==> src/include/mini6502_settings.svh <==
// ~~~~~~~~~~~~~~~~~~~~~~~~~~~~~~
// RESET_PC is the first fetch address out of reset
// QUEUE_DEPTH must be a power of two, 2 or more
// ~~~~~~~~~~~~~~~~~~~~~~~~~~~~~~

`ifndef MINI6502_SETTINGS_SVH
`define MINI6502_SETTINGS_SVH

// program start, fetch begins here after rst
`define RESET_PC 16'h0200

// instruction queue entries
// pointers wrap by overflow, so keep this a power of two
`define QUEUE_DEPTH 4

`endif
==> src/hdl/mini6502Pkg.sv <==
// ~~~~~~~~~~~~~~~~~~~~~~~~~~~~~~
// opcode subset uses real 6502 encodings
// ~~~~~~~~~~~~~~~~~~~~~~~~~~~~~~

`default_nettype none

package mini6502Pkg;

  // supported opcodes, anything else runs as NOP
  typedef enum logic [7:0] {
    LDA_IMM = 8'hA9,
    LDX_IMM = 8'hA2,
    ADC_IMM = 8'h69,
    AND_IMM = 8'h29,
    ORA_IMM = 8'h09,
    EOR_IMM = 8'h49,
    TAX     = 8'hAA,
    INX     = 8'hE8,
    CLC     = 8'h18,
    SEC     = 8'h38,
    STA_ZP  = 8'h85,
    STX_ZP  = 8'h86,
    NOP     = 8'hEA
  } opcodeT;

  // fetch FSM
  typedef enum logic [1:0] {
    FETCH_OPCODE  = 2'd0,
    FETCH_OPERAND = 2'd1,
    HOLD          = 2'd2
  } fetchStateT;

  // P register layout
  localparam int carryBit     = 0;
  localparam int zeroBit      = 1;
  localparam int alwaysOneBit = 5;
  localparam int overflowBit  = 6;
  localparam int negativeBit  = 7;

endpackage

`default_nettype wire

==> src/hdl/mini6502Core.sv <==
// ~~~~~~~~~~~~~~~~~~~~~~~~~~~~~~
// single clock phi2, store data valid with wrStrobe
// ~~~~~~~~~~~~~~~~~~~~~~~~~~~~~~

`timescale 1ns/10ps
`default_nettype none

module mini6502Core
  import mini6502Pkg::*;
(
  input  logic        phi2,
  input  logic        rst,
  input  logic [7:0]  progData,
  input  logic        rdy,
  output logic [15:0] progAddr,
  output logic        sync,
  output logic        wrStrobe,
  output logic [7:0]  wrAddr,
  output logic [7:0]  wrData,
  output logic [7:0]  status
);

  // fetch to queue
  logic       push;
  opcodeT     pushOpcode;
  logic [7:0] pushOperand;
  logic       notFull;

  // queue to execute
  logic       pop;
  logic       notEmpty;
  opcodeT     headOpcode;
  logic [7:0] headOperand;

  fetchPredecode fetch0 (
    .phi2(phi2), .rst(rst), .progData(progData), .progAddr(progAddr), .sync(sync),
    .notFull(notFull), .push(push), .pushOpcode(pushOpcode), .pushOperand(pushOperand)
  );

  instrQueue queue0 (
    .phi2(phi2), .rst(rst), .push(push), .pushOpcode(pushOpcode),
    .pushOperand(pushOperand), .notFull(notFull), .pop(pop), .notEmpty(notEmpty),
    .headOpcode(headOpcode), .headOperand(headOperand)
  );

  executeUnit exec0 (
    .phi2(phi2), .rst(rst), .rdy(rdy), .notEmpty(notEmpty), .headOpcode(headOpcode),
    .headOperand(headOperand), .pop(pop), .wrStrobe(wrStrobe), .wrAddr(wrAddr),
    .wrData(wrData), .status(status)
  );

endmodule

`default_nettype wire

==> src/hdl/executeUnit.sv <==
// ~~~~~~~~~~~~~~~~~~~~~~~~~~~~~~
// binary ADC only, no decimal mode
// back-to-back stores are spaced one cycle apart
// ~~~~~~~~~~~~~~~~~~~~~~~~~~~~~~

`timescale 1ns/10ps
`default_nettype none

module executeUnit
  import mini6502Pkg::*;
(
  input  logic       phi2,
  input  logic       rst,
  input  logic       rdy,
  input  logic       notEmpty,
  input  opcodeT     headOpcode,
  input  logic [7:0] headOperand,
  output logic       pop,
  output logic       wrStrobe,
  output logic [7:0] wrAddr,
  output logic [7:0] wrData,
  output logic [7:0] status
);

  logic [7:0] accA;
  logic [7:0] regX;
  logic       flagC;
  logic       flagZ;
  logic       flagV;
  logic       flagN;

  logic       isStore;
  logic [8:0] sum;
  logic [7:0] nextA;
  logic [7:0] nextX;
  logic       nextC;
  logic       nextV;
  logic [7:0] nzValue;
  logic       updateNz;

  assign isStore = (headOpcode == STA_ZP) || (headOpcode == STX_ZP);

  // a store behind a store waits so each strobe stands alone
  assign pop = notEmpty && rdy && !(wrStrobe && isStore);

  // ALU and register next values for the head entry
  always_comb begin
    sum      = {1'b0, accA} + {1'b0, headOperand} + {8'd0, flagC};
    nextA    = accA;
    nextX    = regX;
    nextC    = flagC;
    nextV    = flagV;
    nzValue  = 8'h00;
    updateNz = 1'b0;
    case (headOpcode)
      LDA_IMM: begin
        nextA    = headOperand;
        nzValue  = headOperand;
        updateNz = 1'b1;
      end
      LDX_IMM: begin
        nextX    = headOperand;
        nzValue  = headOperand;
        updateNz = 1'b1;
      end
      ADC_IMM: begin
        nextA    = sum[7:0];
        nextC    = sum[8];
        // overflow when both inputs agree in sign and the sum does not
        nextV    = (accA[7] == headOperand[7]) && (sum[7] != accA[7]);
        nzValue  = sum[7:0];
        updateNz = 1'b1;
      end
      AND_IMM: begin
        nextA    = accA & headOperand;
        nzValue  = accA & headOperand;
        updateNz = 1'b1;
      end
      ORA_IMM: begin
        nextA    = accA | headOperand;
        nzValue  = accA | headOperand;
        updateNz = 1'b1;
      end
      EOR_IMM: begin
        nextA    = accA ^ headOperand;
        nzValue  = accA ^ headOperand;
        updateNz = 1'b1;
      end
      TAX: begin
        nextX    = accA;
        nzValue  = accA;
        updateNz = 1'b1;
      end
      INX: begin
        // wraps FF to 00
        nextX    = regX + 8'd1;
        nzValue  = regX + 8'd1;
        updateNz = 1'b1;
      end
      CLC: begin
        nextC = 1'b0;
      end
      SEC: begin
        nextC = 1'b1;
      end
      default: begin
        // NOP and stores leave registers alone
      end
    endcase
  end

  always_ff @(posedge phi2) begin
    if (rst) begin
      accA     <= 8'h00;
      regX     <= 8'h00;
      flagC    <= 1'b0;
      flagZ    <= 1'b0;
      flagV    <= 1'b0;
      flagN    <= 1'b0;
      wrStrobe <= 1'b0;
    end else begin
      wrStrobe <= pop && isStore;
      if (pop) begin
        accA  <= nextA;
        regX  <= nextX;
        flagC <= nextC;
        flagV <= nextV;
        if (updateNz) begin
          flagZ <= (nzValue == 8'h00);
          flagN <= nzValue[7];
        end
      end
    end
  end

  // store address and data, qualified by wrStrobe
  always_ff @(posedge phi2) begin
    if (pop && isStore) begin
      wrAddr <= headOperand;
      wrData <= (headOpcode == STA_ZP) ? accA : regX;
    end
  end

  always_comb begin
    status               = 8'h00;
    status[carryBit]     = flagC;
    status[zeroBit]      = flagZ;
    status[alwaysOneBit] = 1'b1;
    status[overflowBit]  = flagV;
    status[negativeBit]  = flagN;
  end

endmodule

`default_nettype wire

==> src/hdl/instrQueue.sv <==
// ~~~~~~~~~~~~~~~~~~~~~~~~~~~~~~
// head outputs are the oldest entry, valid only while notEmpty
// ~~~~~~~~~~~~~~~~~~~~~~~~~~~~~~

`timescale 1ns/10ps
`default_nettype none

`include "mini6502_settings.svh"

module instrQueue
  import mini6502Pkg::*;
(
  input  logic       phi2,
  input  logic       rst,
  input  logic       push,
  input  opcodeT     pushOpcode,
  input  logic [7:0] pushOperand,
  output logic       notFull,
  input  logic       pop,
  output logic       notEmpty,
  output opcodeT     headOpcode,
  output logic [7:0] headOperand
);

  localparam int queueDepth = `QUEUE_DEPTH;
  localparam int ptrWidth   = $clog2(queueDepth);
  localparam int countWidth = $clog2(queueDepth + 1);

  opcodeT                opcodeMem [queueDepth];
  logic [7:0]            operandMem [queueDepth];
  logic [ptrWidth-1:0]   wrPtr;
  logic [ptrWidth-1:0]   rdPtr;
  logic [countWidth-1:0] count;
  logic                  doPush;
  logic                  doPop;

  assign notFull  = (count != countWidth'(queueDepth));
  assign notEmpty = (count != '0);
  assign doPush   = push && notFull;
  assign doPop    = pop && notEmpty;

  assign headOpcode  = opcodeMem[rdPtr];
  assign headOperand = operandMem[rdPtr];

  // pointers wrap on their own since depth is a power of two
  always_ff @(posedge phi2) begin
    if (rst) begin
      wrPtr <= '0;
      rdPtr <= '0;
      count <= '0;
    end else begin
      if (doPush) begin
        wrPtr <= wrPtr + 1'b1;
      end
      if (doPop) begin
        rdPtr <= rdPtr + 1'b1;
      end
      case ({doPush, doPop})
        2'b10:   count <= count + 1'b1;
        2'b01:   count <= count - 1'b1;
        default: count <= count;
      endcase
    end
  end

  always_ff @(posedge phi2) begin
    if (doPush) begin
      opcodeMem[wrPtr]  <= pushOpcode;
      operandMem[wrPtr] <= pushOperand;
    end
  end

endmodule

`default_nettype wire

==> src/hdl/fetchPredecode.sv <==
// ~~~~~~~~~~~~~~~~~~~~~~~~~~~~~~
// progData must answer progAddr in the same cycle
// ~~~~~~~~~~~~~~~~~~~~~~~~~~~~~~

`timescale 1ns/10ps
`default_nettype none

`include "mini6502_settings.svh"

module fetchPredecode
  import mini6502Pkg::*;
(
  input  logic        phi2,
  input  logic        rst,
  input  logic [7:0]  progData,
  output logic [15:0] progAddr,
  output logic        sync,
  input  logic        notFull,
  output logic        push,
  output opcodeT      pushOpcode,
  output logic [7:0]  pushOperand
);

  fetchStateT  state;
  logic [15:0] pc;
  opcodeT      heldOpcode;
  opcodeT      decoded;
  logic        twoByte;

  // illegal bytes collapse to NOP here
  always_comb begin
    case (progData)
      LDA_IMM, LDX_IMM, ADC_IMM, AND_IMM, ORA_IMM, EOR_IMM,
      TAX, INX, CLC, SEC, STA_ZP, STX_ZP, NOP: begin
        decoded = opcodeT'(progData);
      end
      default: begin
        decoded = NOP;
      end
    endcase
  end

  // length predecode: immediate and zero page carry an operand
  always_comb begin
    case (decoded)
      LDA_IMM, LDX_IMM, ADC_IMM, AND_IMM, ORA_IMM, EOR_IMM,
      STA_ZP, STX_ZP: begin
        twoByte = 1'b1;
      end
      default: begin
        twoByte = 1'b0;
      end
    endcase
  end

  assign progAddr = pc;
  assign sync     = (state == FETCH_OPCODE) && notFull;

  // one-byte ops go out on the opcode edge, the others on the operand edge
  assign push = notFull &&
                (((state == FETCH_OPCODE) && !twoByte) || (state == FETCH_OPERAND));
  assign pushOpcode  = (state == FETCH_OPERAND) ? heldOpcode : decoded;
  assign pushOperand = (state == FETCH_OPERAND) ? progData : 8'h00;

  always_ff @(posedge phi2) begin
    if (rst) begin
      state <= FETCH_OPCODE;
      pc    <= `RESET_PC;
    end else begin
      case (state)
        FETCH_OPCODE: begin
          if (!notFull) begin
            state <= HOLD;
          end else begin
            pc <= pc + 16'd1;
            if (twoByte) begin
              state <= FETCH_OPERAND;
            end
          end
        end
        FETCH_OPERAND: begin
          // opcode stays latched until the queue takes the pair
          if (notFull) begin
            pc    <= pc + 16'd1;
            state <= FETCH_OPCODE;
          end
        end
        HOLD: begin
          if (notFull) begin
            state <= FETCH_OPCODE;
          end
        end
        default: begin
          state <= FETCH_OPCODE;
        end
      endcase
    end
  end

  always_ff @(posedge phi2) begin
    if ((state == FETCH_OPCODE) && notFull) begin
      heldOpcode <= decoded;
    end
  end

endmodule

`default_nettype wire

==> config.mk <==
export PLATFORM = sky130hd
export DESIGN_NAME = mini6502Core
export DESIGN_NICKNAME = d
export VERILOG_FILES = /design/src/hdl/mini6502Pkg.sv /design/src/hdl/mini6502Core.sv /design/src/hdl/executeUnit.sv /design/src/hdl/instrQueue.sv /design/src/hdl/fetchPredecode.sv
export VERILOG_INCLUDE_DIRS = /design/src /design/src/include
export SDC_FILE = /design/constraint.sdc
export NUM_CORES = 1
export LEC_CHECK = 0
export BUFFER_PORTS_ARGS = -buffer_cell sky130_fd_sc_hd__buf_2
export CELL_PAD_IN_SITES_DETAIL_PLACEMENT = 0
export CELL_PAD_IN_SITES_GLOBAL_PLACEMENT = 1
export CORE_MARGIN = 2
export CORE_UTILIZATION = 49
export CTS_CLUSTER_SIZE = 20
export DETAILED_ROUTE_END_ITERATION = 7
export PLACE_DENSITY = 0.8
export SLEW_MARGIN = 30
export SYNTH_ARGS = -nofsm -noshare
export SYNTH_HDL_FRONTEND = slang
export SYNTH_SLANG_ARGS = --single-unit
==> constraint.sdc <==
create_clock -name phi2 -period 3.6 [get_ports phi2]
set_clock_uncertainty 0.15 [all_clocks]
set_input_delay 0.18 -clock phi2 [delete_from_list [all_inputs] [get_ports phi2]]
set_output_delay 0.18 -clock phi2 [all_outputs]
set_load 0.005 [all_outputs]
* Word-level counts from Yosys, hierarchy flattened
Memory sizes are Yosys's and may differ from the RTL's. A register that Yosys moved wholly into a read port is not among the register bits. Index checks and enable logic that the tools add are counted.
Word-level totals: register bits after elaboration 70, bits in latches 0, bits in writable memories 64, ROM bits 0, input bits 11, output and inout bits 42, word-level logic and storage cells 125, memories 2
Memory list:
- queue0.opcodeMem | words 4, width 8, read ports 1, clocked after memory_dff 1, wr ports 1, RTL line instrQueue.sv:29 | opcodeT opcodeMem [queueDepth];
- queue0.operandMem | words 4, width 8, read ports 1, clocked after memory_dff 1, wr ports 1, RTL line instrQueue.sv:30 | logic [7:0] operandMem [queueDepth];
Operators by class: $add $sub $neg 8, multiply operators 0, div/mod/pow operators 0, $lt $le $gt $ge 0, equal/unequal tests 42, shift-type cells 0, mux-type cells 21, bitwise logic cells 3, reductions and logical operators 34
Operators with widths (count):
- $eq A8 B8 Y1 const B | 17
- $pmux W8 S7 | 1
- $eq A8 B7 Y1 const B | 6
- $eq A8 B6 Y1 const B | 5
- $pmux W8 S5 | 1
- $mux W8 | 4
- $eq A8 B4 Y1 const B | 3
- $pmux W8 S3 | 1
- $add A16 B1 Y16 const B | 1
- $eq A8 B5 Y1 const B | 2
- $reduce_or A8 Y1 | 2
- $mux W2 | 7
- $reduce_and A2 Y1 | 7
- $reduce_or A13 Y1 | 1
- $logic_and A1 B1 Y1 | 10
- $add A8 B8 Y9 | 1
- $add A9 B1 Y9 | 1
- $reduce_bool A3 Y1 | 3
- $add A8 B1 Y8 const B | 1
- $and A8 B8 Y8 | 1
- $logic_not A8 Y1 | 1
- $or A8 B8 Y8 | 1
- $xor A8 B8 Y8 | 1
- $ne A3 B3 Y1 const B | 2
- 18 further kinds | 28

* Logic depth before layout (Yosys ltp)
Gate-level depths: netlist (run 1).
depth in word-level cells 13, gate-level depth with buffers 14, gate-level depth less buffers 12

* By module
From an unflattened synthesis (run 1), not the netlist that was laid out.
Second synthesis, totals: cell total of the unflattened synthesis 600, area, all modules 6971.7 sq um
Modules (own cells, without submodules):
- instrQueue | times used 1, cells each 136, area an instance 2822.7 sq um, seq. area each 2102.0 sq um
- executeUnit | times used 1, cells each 303, area an instance 2630.0 sq um, seq. area each 900.9 sq um
- fetchPredecode | times used 1, cells each 161, area an instance 1519.0 sq um, seq. area each 600.6 sq um

* Least setup slack after synthesis (run 1)
Ideal clock, no wire load.
path kind reg2reg, from register with a tool-made name, to register exec0.flagZ, setup time 0.069 ns, data arrival time 2.973 ns, data required time 3.381 ns, slack 0.408 ns, stages on the path, launching flop included 14, buffers on the path 2, period minus slack after synthesis 3.192 ns, path through dfxtp_1 buf_6 buf_12 mux4_2 fa_1 inv_1 fa_1 nor2b_1 o2111ai_1 a311o_1 a41oi_1 a2111oi_0 nand4_1 o21ai_1
RTL lines:
- end signal, assigned | RTL line executeUnit.sv:129 | flagZ <= (nzValue == 8'h00);
- end, declared | RTL line executeUnit.sv:28 | logic flagZ;

==> results of run 1 <==
## where the power goes
group	leakage (nW)	switching, W	total (W)	internal (W)
Sequential	1.16	0.0000915	0.00207	0.00198
Combinational	1.55	0.000972	0.00159	0.000619
Clock	0.290	0.000645	0.00172	0.00108
Total	3.00	0.00171	0.00539	0.00368
## metrics by stage
step	utilization [%]	area [sq um]	instances	hold slack, ps
4_1_cts	56.7	8150	885	2.31
2_1_floorplan	-	7140	628	204
3_5_place_dp	52.2	7500	848	316
5_1_grt	56.8	8160	885	27.0
3_3_place_gp	52.2	7500	848	296
6_report	56.8	8160	885	22.8
## metal layers
| metal | track usage, % | vias to the layer above | wire [um] |
|---|---|---|---|
| met4 | 8.72 | 0 | 331 |
| met2 | 33.4 | 109 | 7570 |
| li1 | - | 2415 | - |
| met1 | 26.3 | 2359 | 6780 |
| met5 | 0 | - | 0 |
| met3 | 4.98 | 23 | 647 |
## cell type report
cell class	count	area [sq um]	share of cell area, %
sequential	136	3600	44.2
multi-input combinational	415	3110	38.1
clock buffer	22	475	5.83
timing repair buffer	75	458	5.62
tap	184	230	2.82
inverter	43	161	1.98
clock inverter	10	118	1.44
## registers in the layout, summed over array words and instances (netlist names), 2 cells and up, named ones only
register / cells
exec0.accA: 8
exec0.regX: 8
exec0.wrAddr: 8
exec0.wrData: 8
fetch0.heldOpcode: 8
fetch0.progAddr: 16
fetch0.state: 2
queue0.count: 3
queue0.opcodeMem: 32
queue0.operandMem: 32
queue0.rdPtr: 2
queue0.wrPtr: 2
## cells by family (layout without fill, tap and decap cells)
group / after synthesis / after routing / share of synthesized area [%]
XOR/XNOR: 26 / 26 / 3.19
adder cells (fa/ha/maj): 28 / 28 / 5.23
flip-flops: 136 / 136 / 50.6
AO/OA/AOI/OAI: 104 / 104 / 9.92
buffers and inverters: 77 / 150 / 6.04
AND/OR/NAND/NOR: 220 / 220 / 17.1
other: 2 / 4 / 0.105
multiplexers: 33 / 33 / 7.90
## worst reg2reg max path: stages (launching register included)
cell and delay [ps]:
dfxtp_1 370, mux4_2 570, fa_1 450, inv_1 90, fa_1 210, nor2b_1 60, o2111ai_1 310, a311o_1 240
a41oi_1 150, a2111oi_1 490, nand4_1 160, o21ai_1 100
## cells in the final DEF, fill, tap and decap left out, types with 6 or more instances in the layout
cell type	Yosys	routed
edfxtp_1	88	88
nor2_1	63	63
dfxtp_1	48	48
buf_2	2	47
inv_1	43	43
nand2_1	37	37
ha_1	25	25
o21ai_0	24	24
buf_4	9	23
a21oi_1	21	21
clkbuf_16	0	18
nand3_1	15	15
and2_1	14	14
nor3_1	13	13
xnor2_1	13	13
xor2_1	13	13
nor2b_1	11	11
a211oi_1	11	11
mux4_2	10	10
nand4_1	9	9
mux2i_1	9	9
and3_1	8	8
mux2_2	8	8
nand2b_1	6	6
mux4_1	6	6
a221oi_1	6	6
## how the worst max path moves through the flow
stage / start / cells after the start / endpoint / slack (ps)
3_3_place_gp: flop / 11 / exec0.flagZ / 210
4_1_cts: flop / 12 / queue0.count[2] / 190
6_report: flop / 11 / exec0.flagZ / 200
3_5_place_dp: flop / 12 / queue0.count[2] / 220
5_1_grt: flop / 11 / exec0.flagZ / 80
2_1_floorplan: flop / 13 / exec0.flagZ / 410
## repair_timing
item,CTS,global route
endpoints found under the setup margin,0,2
hold buffers,5,0
gates resized for setup,0,2
endpoints found under the hold margin,9,0
==> results_dict.tcl, run 1 <==
set metrics [dict create \
    setup_violations 0 \
    peakVddDrop_mv 0.383 \
    cts_tree "done" \
    synth.area.top_cells "edfxtp_1, dfxtp_1, ha_1" \
    initial_core_util_pct 49.6 \
    clk_path_buf_depth 2 \
    post-cts-setup-buffer-count 0 \
    crit_fanout 3 \
    drtAntennaViolNets 0 \
    grt_pass1_wl_mm 24.8 \
    vias_per_cell 5.54 \
    slew_headroom_pct 60.4 \
    io_pins 53 \
    antenna_found_initial 0 \
    grt_pass1_vias 4755 \
    rsz0062_at_grt "no" \
    maxSlewViolCount 0 \
    period_share_pct 94.4 \
    vias 4906 \
    die_height_um 125 \
    p_leak_nw 3.00 \
    min_path_type "input pin to flop" \
    p_per_area_nw_per_um2 660 \
    total_power_w 0.00539 \
    synth_area_per_cell_sq_um 11.4 \
    htree_levels 4 \
    core_area_sq_um 14400 \
    place_ws_ps 220 \
    endpoint_kind "flop" \
    netlist_area_sq_um 7130 \
    dpl.hpwl_mm 11.1 \
    setup_slack_ps 202 \
    yosysWarningCount 0 \
    first_iter_violations 464 \
    grt-ovfl-total 0 \
    period_needed_ps 3400 \
    syn2layout_area_growth_pct 14.4 \
    max_stage_delay_ps 570 \
    clk_pin_slew_ps 60 \
    postSynthCellCount 626 \
    reg2reg_depth 11 \
    drc 0 \
    yosys.area.top_type_share_pct 37.1 \
    fin_setup_tns_ps 0 \
    cts_num_sinks 136 \
    globalRouteTotalUtil_pct 20.6 \
    n_fill_cell 1185 \
    cp_num_buf_inv 1 \
    nNetsFinal 727 \
    firstDrtPassIters 5 \
    ys.flop_type "edfxtp_1" \
    crit_required_ps 3810 \
    wl_per_cell_um 17.3 \
    place.gp.congestion 0.903 \
    worst-setup-path-type "flop to flop" \
    worstHoldStart "progData[6]" \
    cp_slowest_cell "mux4_2" \
    rows 44 \
    numCtsBuffers 17 \
    synth_top_cell_by_area "edfxtp_1" \
    yosysSeqAreaShare_pct 50.6 \
    ys_top_cells_by_count "edfxtp_1, nor2_1, dfxtp_1, inv_1, nand2_1" \
    maxCapViolCount 0 \
    hold_end "fetch0.heldOpcode[6]" \
    diodes 0 \
    critical_path.top_delay_family "compound AO/OA/AOI/OAI gates" \
    cts_root_buf "clkbuf_16" \
    rr_endpoint "exec0.flagZ" \
    async_flop_share_pct 0 \
    run_status "complete, no violations" \
    crit_path_start_kind "flop" \
    cpMostUsedCell "fa_1" \
    r2r_slack_ps 200 \
    hold_viol_final 0 \
    hold_depth 3 \
    clk_latency_ps 420 \
    synth_cell_type_count 81 \
    drive_above_1_share_pct 19.4 \
    numPortBuffers 48 \
    grt_max_degree 49 \
    crit_path_cell_trace "mux4_2 -> fa_1 -> inv_1 -> fa_1 -> nor2b_1 -> o2111ai_1 -> a311o_1 -> a41oi_1 -> a2111oi_1 -> nand4_1 -> o21ai_1" \
    die_area_sq_um 15500 \
    max_freq_ghz 0.294 \
    arrival_ps 3600 \
    tightest_slew_ps 593 \
    drt_wl_total_mm 15.3 \
    synth.most_common_cell "edfxtp_1" \
    synth-edff-count 88 \
    die_width_um 125 \
    ys_ff_latch 136 \
]
(Power assumes the default switching activity.)
==> inputs of run 2 (changes only) <==
--- a/config.mk
+++ b/config.mk
@@ -13,7 +13,7 @@
 export CORE_UTILIZATION = 49
 export CTS_CLUSTER_SIZE = 20
 export DETAILED_ROUTE_END_ITERATION = 7
-export PLACE_DENSITY = 0.8
+export PLACE_DENSITY_LB_ADDON = 0.1
 export SLEW_MARGIN = 30
 export SYNTH_ARGS = -nofsm -noshare
 export SYNTH_HDL_FRONTEND = slang
==> run 2 against run 1 <==
  * Cell count is the same
  * Via count up 2.8%
  * Sequential power is essentially flat
  * Utilization about the same
  * Largest cell class unchanged
==> results_dict.tcl, run 2 (same netlist as run 1, synthesis figures left out) <==
set metrics [dict create \
    setup_violations 0 \
    first_iter_violations 401 \
    grt_max_degree 49 \
    vias_per_cell 5.70 \
    clk_latency_ps 420 \
    maxSlewViolCount 0 \
    crit_path_start_kind "flop" \
    critPathCapture "exec0.flagZ" \
    diodes 0 \
    max_stage_delay_ps 590 \
    max_freq_ghz 0.295 \
    cp_num_buf_inv 1 \
    p_per_area_nw_per_um2 658 \
    die_height_um 125 \
    cpMostUsedCell "fa_1" \
    worst-path-stages 11 \
    n_fill_cell 1243 \
    drt_wl_total_mm 16.2 \
    worst-setup-path-type "flop to flop" \
    crit_path_cell_trace "mux4_2 -> fa_1 -> inv_1 -> fa_1 -> nor2b_1 -> o2111ai_1 -> a311o_1 -> a41oi_1 -> a2111oi_0 -> nand4_1 -> o21ai_1" \
    hold_depth 4 \
    crit_fanout 8 \
    total_power_w 0.00537 \
    p_leak_nw 2.99 \
    antenna_found_initial 0 \
    setup_slack_ps 209 \
    syn2layout_area_growth_pct 14.3 \
    drtAntennaViolNets 0 \
    firstDrtPassIters 7 \
    run_status "complete, no violations" \
    numCtsBuffers 17 \
    place.gp.congestion 0.872 \
    min_path_type "input pin to flop" \
    grt-ovfl-total 0 \
    globalRouteTotalUtil_pct 21.6 \
    drc 0 \
    period_share_pct 94.2 \
    die_width_um 125 \
    nNetsFinal 727 \
    cts_num_sinks 136 \
    hold_viol_final 0 \
    crit_required_ps 3800 \
    clk_path_buf_depth 2 \
    die_area_sq_um 15500 \
    tightest_slew_ps 663 \
    layout_common_cells "edfxtp_1, nor2_1, dfxtp_1, buf_2, inv_1" \
    grt_pass1_wl_mm 26.1 \
    core_area_sq_um 14400 \
    endpoint_kind "flop" \
    htree_levels 4 \
    rr_endpoint "exec0.flagZ" \
    grt_pass1_vias 4897 \
    dpl.hpwl_mm 11.7 \
    cts_tree "done" \
    clk_pin_slew_ps 60 \
    initial_core_util_pct 49.6 \
    dp_cells 848 \
    layout_commonest_cell "edfxtp_1" \
    cp_slowest_cell "dfxtp_1" \
    fin_cells 885 \
    r2r_slack_ps 210 \
    slew_headroom_pct 55.6 \
    rows 44 \
    critical_path.top_delay_family "compound AO/OA/AOI/OAI gates" \
    place_ws_ps 205 \
    final_core_util_pct 56.7 \
    io_pins 53 \
    numPortBuffers 48 \
    peakVddDrop_mv 0.398 \
    maxCapViolCount 0 \
    cts_root_buf "clkbuf_16" \
    vias 5042 \
    reg2reg_depth 11 \
    period_needed_ps 3390 \
    wl_per_cell_um 18.3 \
    drive_above_1_share_pct 19.4 \
    arrival_ps 3590 \
]
## run 2: changes by cell type in the layout (fill, tap and decap cells not counted), sizes merged
cell | previous run | this run
clkbuf | 22 | 17
clkinvlp | 1 | 3
inv | 44 | 46
clkinv | 6 | 7
## run 2: worst min-delay path, stage by stage
cell and delay, ps:
buf_2 130, nor2_1 80, nand3_1 80, a21oi_1 60
## run 2: layer usage
metal	part of all wire [%]	global-route usage (%)
met1	44	28.6
met2	49	35.1
met3	3.7	3.82
met4	2.8	9.72
met5	0	0
## run 2: through the flow
step	TNS (ps)	hold slack, ps	instance area (sq um)
6_report	0	17.3	8150
5_1_grt	-9.26	43.0	8150
4_1_cts	0	11.7	8140
3_5_place_dp	0	304	7510
3_3_place_gp	0	296	7510
2_1_floorplan	0	204	7140
## run 2: worst min-delay path by stage
stage / startpoint / to / slack, ps
3_3_place_gp: fetch0.state[1] / fetch0.state[1] / 300
3_5_place_dp: fetch0.state[1] / fetch0.state[1] / 300
4_1_cts: progData[4] / fetch0.state[0] / 10
6_report: progData[4] / fetch0.state[0] / 20
5_1_grt: progData[4] / fetch0.state[0] / 40
2_1_floorplan: rst / exec0.flagZ / 200
## run 2: area by class of cell
class / instances / area [sq um] / area share, %
Clock inverter: 15 / 151 / 1.86
Multi-Input combinational cell: 415 / 3110 / 38.1
Tap cell: 184 / 230 / 2.83
Inverter: 43 / 161 / 1.98
Sequential cell: 136 / 3600 / 44.2
Clock buffer: 17 / 425 / 5.22
Timing Repair Buffer: 75 / 470 / 5.77
## run 2: power by group
| part | switching [W] | internal [W] | leakage (nW) |
|---|---|---|---|
| Combinational | 0.000972 | 0.000628 | 1.56 |
| Clock | 0.000663 | 0.00102 | 0.273 |
| Sequential | 0.000106 | 0.00198 | 1.16 |
| Total | 0.00174 | 0.00362 | 2.99 |
## run 2: timing repair
item | 4_1_cts | 5_1_grt
gates resized for setup | 0 | 1
endpoints found under the setup margin | 0 | 2
setup buffers | 0 | 0
hold buffers | 5 | 0
hold endpoints to repair | 6 | 0
